$ cat config.mk
export PLATFORM = sky130hd
export DESIGN_NAME = regOperandUnit
export DESIGN_NICKNAME = d
export VERILOG_FILES = /design/src/design/regOperandPkg.sv /design/src/design/constGen.sv /design/src/design/instrFieldDecode.sv /design/src/design/operandSelect.sv /design/src/design/regFile.sv /design/src/design/regOperandUnit.sv
export VERILOG_INCLUDE_DIRS = /design/src /design/src/design
export SDC_FILE = /design/constraint.sdc
export NUM_CORES = 1
export LEC_CHECK = 0
export BUFFER_PORTS_ARGS = -buffer_cell sky130_fd_sc_hd__buf_4
export CORE_ASPECT_RATIO = 0.6
export CORE_MARGIN = 3
export CORE_UTILIZATION = 30
export CTS_BUF_LIST = sky130_fd_sc_hd__clkbuf_4
export DETAILED_ROUTE_END_ITERATION = 8
export GPL_TIMING_DRIVEN = 1
export PLACE_DENSITY = 0.49
export REMOVE_ABC_BUFFERS = 1
export SYNTH_ARGS = -nofsm -noshare
export SYNTH_HDL_FRONTEND = slang
export SYNTH_SLANG_ARGS = --single-unit
export TNS_END_PERCENT = 50
$ cat constraint.sdc
create_clock -name clk -period 5.7 [get_ports clk]
set_input_delay 1.71 -clock clk [delete_from_list [all_inputs] [get_ports clk]]
set_output_delay 1.71 -clock clk [all_outputs]
set_load 0.02 [all_outputs]
$ cat src/design/regOperand_macros.svh
// --------------------------------------------------
// Register operand stage constants for widths,
// special register numbers and the PC limit
// --------------------------------------------------
`ifndef REG_OPERAND_MACROS_SVH
`define REG_OPERAND_MACROS_SVH

// Operand and register width
`define DATA_W 16

// Size of the register file
`define REG_COUNT 16

// Special register numbers
`define REG_PC  4'd0
`define REG_SP  4'd1
`define REG_SR  4'd2
`define REG_CG2 4'd3

// Lowest legal program address
// PC writes below this load the reset vector
`define PC_MIN_VALID 16'h0200

`endif

$ cat src/design/regOperandPkg.sv
// --------------------------------------------------
// Shared types of the register operand stage
// --------------------------------------------------
`include "regOperand_macros.svh"

package regOperandPkg;

   typedef logic [$clog2(`REG_COUNT)-1:0] regNum_t;
   typedef logic [1:0] addrMode_t;

   // Double-operand view of the instruction word
   typedef struct packed {
      logic [3:0] opcode;
      regNum_t    srcReg;
      logic       ad;
      logic       byteFlag;
      addrMode_t  as;
      regNum_t    dstReg;
   } dualOpFields_t;

   // Single-operand view of the instruction word
   typedef struct packed {
      logic [5:0] prefix;
      logic [2:0] opcode;
      logic       byteFlag;
      addrMode_t  as;
      regNum_t    regNum;
   } singleOpFields_t;

   // One fetched word read both ways
   typedef union packed {
      dualOpFields_t   dualOp;
      singleOpFields_t singleOp;
   } instrWord_t;

   typedef struct packed {
      regNum_t   srcReg;
      regNum_t   dstReg;
      addrMode_t as;
      logic      byteMode;
      logic      hasSource;
      logic      hasDest;
   } operandReq_t;

   typedef struct packed {
      logic               en;
      regNum_t            addr;
      logic [`DATA_W-1:0] data;
   } regWrite_t;

   typedef struct packed {
      logic [`DATA_W-1:0] src;
      logic [`DATA_W-1:0] dst;
      logic               srcIsConst;
   } operand_t;

endpackage

$ cat src/design/constGen.sv
// --------------------------------------------------
// R2/R3 constant generator
// --------------------------------------------------
`include "regOperand_macros.svh"

module constGen
   import regOperandPkg::*;
(
   input  regNum_t            srcReg,
   input  addrMode_t          as,
   output logic [`DATA_W-1:0] constVal,
   output logic               constValid
);

   always_comb
   begin
      constVal   = '0;
      constValid = 1'b0;
      if (srcReg == `REG_SR)
      begin
         // Mode 00 reads SR itself
         case (as)
            2'b01:
            begin
               constVal   = '0;
               constValid = 1'b1;
            end
            2'b10:
            begin
               constVal   = `DATA_W'(4);
               constValid = 1'b1;
            end
            2'b11:
            begin
               constVal   = `DATA_W'(8);
               constValid = 1'b1;
            end
            default:
               constValid = 1'b0;
         endcase
      end
      else if (srcReg == `REG_CG2)
      begin
         // Every R3 mode is a constant
         constValid = 1'b1;
         case (as)
            2'b00:   constVal = '0;
            2'b01:   constVal = `DATA_W'(1);
            2'b10:   constVal = `DATA_W'(2);
            default: constVal = '1;
         endcase
      end
   end

endmodule

$ cat src/design/instrFieldDecode.sv
// --------------------------------------------------
// Instruction field decoder for register numbers,
// addressing mode and byte flag per format
// --------------------------------------------------
module instrFieldDecode
   import regOperandPkg::*;
(
   input  instrWord_t  instr,
   output operandReq_t req
);

   localparam logic [5:0] SINGLE_OP_PREFIX = 6'b000100;
   localparam logic [2:0] JUMP_PREFIX = 3'b001;

   logic isSingleOp;
   logic isJump;

   assign isSingleOp = (instr.singleOp.prefix == SINGLE_OP_PREFIX);
   assign isJump = (instr.dualOp.opcode[3:1] == JUMP_PREFIX);

   always_comb
   begin
      req = '0;
      if (isSingleOp)
      begin
         // One register serves as source and destination
         req.srcReg    = instr.singleOp.regNum;
         req.dstReg    = instr.singleOp.regNum;
         req.as        = instr.singleOp.as;
         req.byteMode  = instr.singleOp.byteFlag;
         req.hasSource = 1'b1;
         req.hasDest   = 1'b1;
      end
      else if (isJump)
      begin
         // Jumps carry an offset and no register operands
         req.hasSource = 1'b0;
         req.hasDest   = 1'b0;
      end
      else
      begin
         req.srcReg    = instr.dualOp.srcReg;
         req.dstReg    = instr.dualOp.dstReg;
         req.as        = instr.dualOp.as;
         req.byteMode  = instr.dualOp.byteFlag;
         req.hasSource = 1'b1;
         req.hasDest   = 1'b1;
      end
   end

endmodule

$ cat src/design/operandSelect.sv
// --------------------------------------------------
// Operand selector that merges register words and
// constants and applies byte mode and format gating
// --------------------------------------------------
`include "regOperand_macros.svh"

module operandSelect
   import regOperandPkg::*;
(
   input  operandReq_t        req,
   input  logic [`DATA_W-1:0] srcData,
   input  logic [`DATA_W-1:0] dstData,
   input  logic [`DATA_W-1:0] constVal,
   input  logic               constValid,
   output operand_t           operands
);

   logic [`DATA_W-1:0] srcWord;
   logic [`DATA_W-1:0] byteMask;

   // Constant overrides the register word
   assign srcWord = constValid ? constVal : srcData;

   // Low byte only in byte mode
   assign byteMask = {{(`DATA_W-8){~req.byteMode}}, 8'hFF};

   always_comb
   begin
      operands = '0;
      if (req.hasSource)
      begin
         operands.src        = srcWord & byteMask;
         operands.srcIsConst = constValid;
      end
      if (req.hasDest)
         operands.dst = dstData & byteMask;
   end

endmodule

$ cat src/design/regFile.sv
// --------------------------------------------------
// Sixteen-entry register file with PC, SP and SR
// update strobes and two combinational read ports
// --------------------------------------------------
`include "regOperand_macros.svh"

module regFile
   import regOperandPkg::*;
(
   input  logic               clk,
   input  logic               rst,
   input  regWrite_t          wr,
   input  regNum_t            srcAddr,
   input  regNum_t            dstAddr,
   input  logic [`DATA_W-1:0] resetVector,
   input  logic [`DATA_W-1:0] pcNext,
   input  logic [`DATA_W-1:0] spNext,
   input  logic [`DATA_W-1:0] srNext,
   input  logic               pcUpdate,
   input  logic               spUpdate,
   input  logic               srUpdate,
   output logic [`DATA_W-1:0] srcData,
   output logic [`DATA_W-1:0] dstData,
   output logic [`DATA_W-1:0] pc,
   output logic [`DATA_W-1:0] sp,
   output logic [`DATA_W-1:0] sr
);

   logic [`DATA_W-1:0] pcReg;
   logic [`DATA_W-1:0] spReg;
   logic [`DATA_W-1:0] srReg;

   // R3 and up take general writes only
   logic [`DATA_W-1:0] gpr [`REG_CG2:`REG_COUNT-1];

   // All sixteen registers in read order
   logic [`DATA_W-1:0] regView [`REG_COUNT];

   logic wrPc;
   logic wrSp;
   logic wrSr;
   logic wrGpr;
   logic pcTargetValid;

   assign wrPc  = wr.en && (wr.addr == `REG_PC);
   assign wrSp  = wr.en && (wr.addr == `REG_SP);
   assign wrSr  = wr.en && (wr.addr == `REG_SR);
   assign wrGpr = wr.en && (wr.addr >= `REG_CG2);
   assign pcTargetValid = (wr.data >= `PC_MIN_VALID);

   // Program counter
   always_ff @(posedge clk)
   begin
      if (rst)
         pcReg <= resetVector;
      else if (wrPc)
         pcReg <= pcTargetValid ? wr.data : resetVector;
      else if (pcUpdate)
         pcReg <= pcNext;
   end

   // Stack pointer
   always_ff @(posedge clk)
   begin
      if (rst)
         spReg <= '0;
      else if (wrSp)
         spReg <= wr.data;
      else if (spUpdate)
         spReg <= spNext;
   end

   // Status register starts cleared so GIE is low
   always_ff @(posedge clk)
   begin
      if (rst)
         srReg <= '0;
      else if (wrSr)
         srReg <= wr.data;
      else if (srUpdate)
         srReg <= srNext;
   end

   always_ff @(posedge clk)
   begin
      if (rst)
      begin
         for (int i = `REG_CG2; i < `REG_COUNT; i++)
            gpr[i] <= '0;
      end
      else if (wrGpr)
         gpr[wr.addr] <= wr.data;
   end

   always_comb
   begin
      regView[`REG_PC] = pcReg;
      regView[`REG_SP] = spReg;
      regView[`REG_SR] = srReg;
      for (int i = `REG_CG2; i < `REG_COUNT; i++)
         regView[i] = gpr[i];
   end

   // Reads see the stored value with no write bypass
   assign srcData = regView[srcAddr];
   assign dstData = regView[dstAddr];

   assign pc = pcReg;
   assign sp = spReg;
   assign sr = srReg;

endmodule

$ cat src/design/regOperandUnit.sv
// --------------------------------------------------
// Top level of the register and operand-source stage
// --------------------------------------------------
`include "regOperand_macros.svh"

module regOperandUnit
   import regOperandPkg::*;
(
   input  logic               clk,
   input  logic               rst,
   input  instrWord_t         instr,
   input  logic [`DATA_W-1:0] resetVector,
   input  regWrite_t          wr,
   input  logic [`DATA_W-1:0] pcNext,
   input  logic               pcUpdate,
   input  logic [`DATA_W-1:0] spNext,
   input  logic               spUpdate,
   input  logic [`DATA_W-1:0] srNext,
   input  logic               srUpdate,
   output operand_t           operands,
   output logic [`DATA_W-1:0] pc,
   output logic [`DATA_W-1:0] sp,
   output logic [`DATA_W-1:0] sr
);

   operandReq_t        req;
   logic [`DATA_W-1:0] srcData;
   logic [`DATA_W-1:0] dstData;
   logic [`DATA_W-1:0] constVal;
   logic               constValid;

   instrFieldDecode decode (
      .instr (instr),
      .req   (req)
   );

   regFile regs (
      .clk         (clk),
      .rst         (rst),
      .wr          (wr),
      .srcAddr     (req.srcReg),
      .dstAddr     (req.dstReg),
      .resetVector (resetVector),
      .pcNext      (pcNext),
      .spNext      (spNext),
      .srNext      (srNext),
      .pcUpdate    (pcUpdate),
      .spUpdate    (spUpdate),
      .srUpdate    (srUpdate),
      .srcData     (srcData),
      .dstData     (dstData),
      .pc          (pc),
      .sp          (sp),
      .sr          (sr)
   );

   // Runs beside the register file on the same source fields
   constGen constants (
      .srcReg     (req.srcReg),
      .as         (req.as),
      .constVal   (constVal),
      .constValid (constValid)
   );

   operandSelect select (
      .req        (req),
      .srcData    (srcData),
      .dstData    (dstData),
      .constVal   (constVal),
      .constValid (constValid),
      .operands   (operands)
   );

endmodule

==> results of run 1 <==
metrics by stage:
stage	cell area [sq um]	hold slack, ns	util (%)
global route	20100	0.626	41.5
floorplan	14300	0.630	-
finish	20100	0.602	41.5
CTS	19600	0.601	40.4
detailed placement	18000	0.589	37.2
global placement	18000	0.589	37.2
power by group:
group | switching (mW) | internal [mW] | total [mW]
Combinational | 0.671 | 0.542 | 1.21
Clock | 0.817 | 0.768 | 1.58
Sequential | 0.0904 | 2.16 | 2.25
Total | 1.58 | 3.47 | 5.04
layer usage:
metal	wire length (microns)	part of all wire, %	global-route usage (%)
met5	0	0	0
met4	1130	1.8	5.48
met3	5510	9.0	4.59
met2	25700	42	32.8
met1	28700	47	33.7
final cells by class:
type	instances	area, sq um	area share, %
multi-input combinational	1061	7590	37.7
sequential	256	7370	36.6
timing repair buffer	386	3560	17.7
tap	640	801	3.98
clock buffer	83	623	3.10
clock inverter	32	174	0.864
inverter	3	11.3	0.0559
antenna	1	2.50	0.0124
Yosys cell counts, types with 3 or more instances:
cell	n	area, sq um
nand3_1	41	205
a31oi_1	17	106
edfxtp_1	224	6730
o22ai_1	28	175
o21ai_0	35	175
mux4_2	32	721
inv_1	3	11.3
nand4_1	4	25.0
clkbuf_1	80	300
a211oi_1	57	428
buf_2	25	125
nand2_1	244	916
a221oi_1	10	87.6
a21oi_1	51	255
a22oi_1	19	143
and3_1	15	93.8
o211ai_1	3	22.5
mux2i_1	101	1010
or2_2	18	113
a311oi_1	15	131
dfxtp_1	32	641
nand3b_1	4	30.0
buf_6	5	56.3
buf_1	10	37.5
and2_1	209	1310
mux2_2	10	113
nor3_1	12	60.1
a32oi_1	25	219
nand2b_1	3	18.8
buf_4	11	82.6
a211oi_2	4	50.1
nor2_1	79	297
state kept, by name, summed over array words and instances (netlist names):
register	cells
regs.sp	16
regs.gpr	208
regs.pc	16
regs.sr	16
worst paths after layout:
check | startpoint | to | slack (ns) | depth (start not counted)
setup reg to reg | regs.sr[14] | regs.sr[14] | 4.78 | 2
setup / recovery | instr[10] | operands[32] | -0.32 | 12
hold reg to reg | regs.sr[9] | regs.sr[9] | 0.60 | 2
hold / removal | regs.sr[9] | regs.sr[9] | 0.60 | 2
repair_timing:
item | 4_1_cts | 5_1_grt
buffers inserted | 36 | 13
setup endpoints to repair | 20 | 30
cloned | 3 | 3
hold buffers | 0 | 0
resized for setup | 90 | 69
pin swaps | 45 | 48
critical path, delay by kind of cell:
kind | cells | cell delay (ns)
buffers and inverters | 5 | 0.76
AO/OA/AOI/OAI | 4 | 1.01
AND/OR/NAND/NOR | 3 | 0.81
cells by family after synthesis:
| kind of cell | after synthesis | share of synthesized area [%] |
|---|---|---|
| AND/OR/NAND/NOR | 642 | 21.3 |
| AO/OA/AOI/OAI | 276 | 12.9 |
| flip-flops | 256 | 49.3 |
| multiplexers | 143 | 12.4 |
| buffers and inverters | 134 | 4.11 |
==> results by group, run 1 <==
Job
  • Max Cap Viol: 0

STA
  • RSZ-0062 raised after global routing: true
  • Tcrit/Tclk final: 106%
  • Fin Setup TNS: -3.50 ns
  • Skew final: 0 ns
  • Final-report max-slew violation count: 0
  • Max Fclk: 166 MHz
  • Final Hold Fails: 0
  • Tmin final: 6.02 ns
  • Measured slew at the worst slew-check pin: 1.20 ns
  • Final setup viols: 16
  • Final WS setup: -0.320 ns
  • Worst rel slew slack: 20.0%

Die
  • Die width: 294 microns
  • Die H: 179 microns
  • Core Area: 0.0485 sq mm
  • I/O Pins: 187
  • Num rows: 62
  • Initial Utilization: 30.8%
  • Die footprint: 0.0526 sq mm

Outcome
  • Violated checks: negative setup slack
  • Status: finished, violations left

Placed design
  • Pre-CTS setup slack: -0.415 ns
  • Hpwl dp: 40.6 mm
  • Placer congestion estimate: 0.894
  • Input/output buffers: 185
  • Placed cell count: 2300

Hold path
  • Worst Hold Class: reg2reg

Drt
  • Drt first pass iters: 6
  • Vias per std cell: 5.48
  • Antenna Nets Post-Route: 0
  • Vias: 13500
  • # DRC: 0
  • DR iter-0 viols: 1454
  • Drt total wl: 61.0 mm
  • WL/cell: 24.8 microns

Clock tree
  • Total clock buffers created by CTS: 61
  • H-tree Lvls: 2
  • CTS root buffer: clkbuf_4
  • Clock Latency Late Sink: 0.76 ns
  • Deepest clock path buffer count: 3
  • CTS tree: built
  • Reg clk slew, reported paths: 0.07 ns
  • Num Clock Sinks: 256

Logic synthesis
  • Synth Register Bits: 256
  • Cell variety after synth: 54
  • Synthesized area: 0.0149 sq mm
  • Cells after Synth: 1451
  • Ys async rst share: 0%
  • Ys flop type: edfxtp_1
  • Post-synthesis sequential area ratio: 49.3%
  • Synth Warn #: 0
  • Post-synth EDFFs: 224
  • Average cell area after synthesis: 10.3 sq um

Setup path
  • Max FO, Critical Path: 8
  • Critical Path RT: 3.99 ns
  • Critical path's most frequent cell: buf_12
  • Critical path data arrival time: 4.31 ns
  • Critical-path top delay cell: or4b_4
  • Critical setup path kind: in2out
  • CP Capture Type: output port
  • Max incr delay on CP: 0.57 ns
  • Startpoint Class: primary input
  • Crit path cell chain: buf_6 -> or4b_4 -> o311a_4 -> nor2_4 -> buf_12 -> buf_12 -> buf_12 -> nand2_1 -> a32oi_2 -> o22ai_2 -> a211oi_2 -> buf_4

Global routing
  • Antenna violations before repair: 1
  • Largest net degree at the start of global routing: 45
  • Vias in the first global route: 13200
  • Gr usage total: 22.4%
  • GRT Residual Overflow: 0
  • First-pass GRT wire length: 87.6 mm

Finish
  • P&R area growth vs syn: 34.8%
  • Final net count: 1875
  • Most common cell after layout, fill and taps aside: buf_4
  • Most frequent cells in the layout: 309 x buf_4, 238 x nand2_1, 224 x edfxtp_1
  • Finished Layout Cells: 2462
  • Fillers: 4721
  • Share of cells above drive strength 1: 35.0%

Power
  • P_leak: 7.99 nW
  • Pwr dens: 251 mW/mm^2
  • Max IR drop VDD: 0.131 mV
  • Power Total: 5.04 mW
Note: power is estimated with default switching activity, not from simulation.
==> run 2, diff against run 1 <==
--- a/config.mk
+++ b/config.mk
@@ -6,6 +6,7 @@
 export SDC_FILE = /design/constraint.sdc
 export NUM_CORES = 1
 export LEC_CHECK = 0
+export ABC_AREA = 1
 export BUFFER_PORTS_ARGS = -buffer_cell sky130_fd_sc_hd__buf_4
 export CORE_ASPECT_RATIO = 0.6
 export CORE_MARGIN = 3
==> run 2 against run 1 <==
Effect of this change: the flow now finishes without violations; clock-buffer cell count increased by 24; die area increased by 4.1%; final cell count increased by 23%; clock power increased by 8%; maximum frequency increased by 7.3%; critical path depth increased by 2; synthesized area increased by 4.2%; sequential power about the same.
==> results by group, run 2 <==
Logic synthesis
  • Top cells by count, synth: 597 x nand2_1, 361 x nand3_1, 279 x nor2_1, 224 x edfxtp_1, 178 x inv_1
  • Post-synth EDFFs: 224
  • Synth Register Bits: 256
  • Ys async rst share: 0%
  • Post-synth top area share: 43.2%
  • Cells after Synth: 2104
  • Synth Warn #: 0
  • Cell with the most instances after synthesis: nand2_1
  • Synthesized area: 0.0156 sq mm
  • Average cell area after synthesis: 7.39 sq um
  • Synth top area cells: edfxtp_1 43%, nand2_1 14%, nand3_1 12%
  • Cell variety after synth: 35
  • Ys flop type: edfxtp_1
  • Post-synthesis sequential area ratio: 47.4%
  • Area leader, netlist: edfxtp_1

Clock tree
  • CTS tree: built
  • H-tree Lvls: 3
  • Deepest clock path buffer count: 3
  • Num Clock Sinks: 256
  • Total clock buffers created by CTS: 70
  • CTS root buffer: clkbuf_4
  • Clock Latency Late Sink: 0.75 ns
  • Hold-fix buffers, CTS: 0
  • Reg clk slew, reported paths: 0.06 ns

Setup path
  • Critical setup path kind: in2out
  • Critical path data arrival time: 3.90 ns
  • Critical Path RT: 3.99 ns
  • Worst setup path startpoint: instr[15]
  • Startpoint Class: primary input
  • Max FO, Critical Path: 10
  • Worst flop-to-flop path startpoint: regs.sr[12]
  • CP Capture Type: output port

Drt
  • Antenna Nets Post-Route: 0
  • DR iter-0 viols: 2103
  • WL/cell: 21.8 microns
  • Drt first pass iters: 6
  • Drt total wl: 66.1 mm
  • # DRC: 0
  • Vias per std cell: 5.33
  • Vias: 16200

Global routing
  • Antenna violations before repair: 1
  • Largest net degree at the start of global routing: 74
  • Gr usage total: 23.6%
  • GRT Residual Overflow: 0
  • Vias in the first global route: 15500
  • First-pass GRT wire length: 97.3 mm

STA
  • Final-report max-slew violation count: 0
  • Tmin final: 5.61 ns
  • Max Fclk: 178 MHz
  • Skew final: 0 ns
  • Worst rel slew slack: 34.9%
  • Final Hold Fails: 0
  • Final WS setup: 0.0900 ns
  • Measured slew at the worst slew-check pin: 0.974 ns
  • Final setup viols: 0
  • Tcrit/Tclk final: 98.4%

Finish
  • Finished Layout Cells: 3036
  • Final net count: 2414
  • P&R area growth vs syn: 22.6%
  • Most frequent cells in the layout: 594 x nand2_1, 361 x nand3_1, 278 x nor2_1
  • Biggest register: regs.gpr
  • Most common cell after layout, fill and taps aside: nand2_1
  • Share of cells above drive strength 1: 18.6%
  • Fillers: 5323
  • Largest register FFs: 208

Outcome
  • Status: completed

Placed design
  • Pre-CTS setup slack: 0.126 ns
  • Input/output buffers: 185
  • Placed cell count: 2917
  • Hpwl dp: 44.9 mm
  • Placer congestion estimate: 0.926

Power
  • P_leak: 8.61 nW
  • Max IR drop VDD: 0.0990 mV
  • Pwr dens: 264 mW/mm^2

Die
  • Die H: 182 microns
  • I/O Pins: 187
  • Num rows: 63
  • Die width: 300 microns
  • Initial Utilization: 30.9%
  • Die footprint: 0.0547 sq mm
  • Core Area: 0.0503 sq mm

Hold path
  • Hold Startpoint: regs.sp[2]
  • Worst Hold Class: reg2reg

Job
  • Max Cap Viol: 0
## run 2: changes by cell type after synthesis, sizes merged, moves of 19 or more
| cell | before | now |
|---|---|---|
| a22oi | 19 | 0 |
| nand3 | 41 | 362 |
| inv | 3 | 192 |
| o22ai | 28 | 0 |
| clkbuf | 80 | 104 |
| mux2i | 101 | 0 |
| mux4 | 32 | 0 |
| nand2 | 244 | 606 |
| a32oi | 26 | 0 |
| a211oi | 62 | 15 |
| nor2 | 81 | 285 |
| and2 | 209 | 0 |
| o211ai | 3 | 35 |
## run 2: path summary, 6_finish.rpt
kind | cells past startpoint | slack (ns) | end
hold reg to reg | 2 | 0.54 | regs.sp[2]
hold / removal | 2 | 0.54 | regs.sp[2]
setup / recovery | 14 | 0.09 | operands[14]
setup reg to reg | 4 | 4.83 | regs.sr[12]
## run 2: repair_timing
action	4_1_cts	5_1_grt
buffers inserted	0	0
setup endpoints to repair	0	10
resized for setup	0	9
## run 2: worst max-delay path: stages
cell and delay [ns]:
buf_4 0.09, nor2_4 0.06, nand2_4 0.09, buf_4 0.21, inv_2 0.10, nor2_2 0.30
inv_2 0.23, buf_4 0.24, nand3_1 0.09, nand3_1 0.12, nand3_1 0.16, nand2_1 0.09
a31oi_1 0.22, buf_4 0.19
## run 2: power breakdown
part / total [mW] / internal (mW) / switching (mW)
Sequential: 2.22 / 2.15 / 0.0652
Combinational: 1.10 / 0.381 / 0.724
Clock: 1.71 / 0.846 / 0.864
## run 2: logic make-up (layout without fill, tap and decap cells)
| logic type | count (synthesis) | in the layout | synth area share, % |
|---|---|---|---|
| AO/OA/AOI/OAI | 222 | 222 | 9.21 |
| flip-flops | 256 | 256 | 47.4 |
| AND/OR/NAND/NOR | 1273 | 1273 | 34.5 |
| buffers and inverters | 353 | 602 | 8.93 |
| other | 0 | 1 | 0 |
## run 2: stage by stage
stage / TNS [ns] / total power [mW] / hold WS (ns) / instance area [sq um] / utilization [%]
2_1_floorplan: -81.17 / 2.80 / 0.578 / 14900 / -
3_3_place_gp: 0 / 3.33 / 0.518 / 18200 / 36.1
3_5_place_dp: 0 / 3.34 / 0.523 / 18200 / 36.1
4_1_cts: 0 / 5.04 / 0.535 / 19000 / 37.8
5_1_grt: -0.00169 / 5.27 / 0.558 / 19100 / 37.9
6_report: 0 / 5.03 / 0.536 / 19100 / 37.9
## run 2: per-layer routing
metal	vias to the layer above	GRT usage, %	wire length [microns]
met3	109	5.05	6860
li1	7442	-	-
met4	0	6.72	1320
met1	7734	36.2	31000
met5	-	0	0
met2	884	33.1	26900
## run 2: area by class of cell
cell class	instances	area, sq um	area share (%)
clock inverters	10	37.5	0.197
multi-input cells	1495	6850	35.9
diodes	1	2.50	0.0131
flip-flops and latches	256	7370	38.6
repair buffers	287	2420	12.7
inverters	198	746	3.91
clock buffers	107	803	4.21
well taps	682	853	4.47
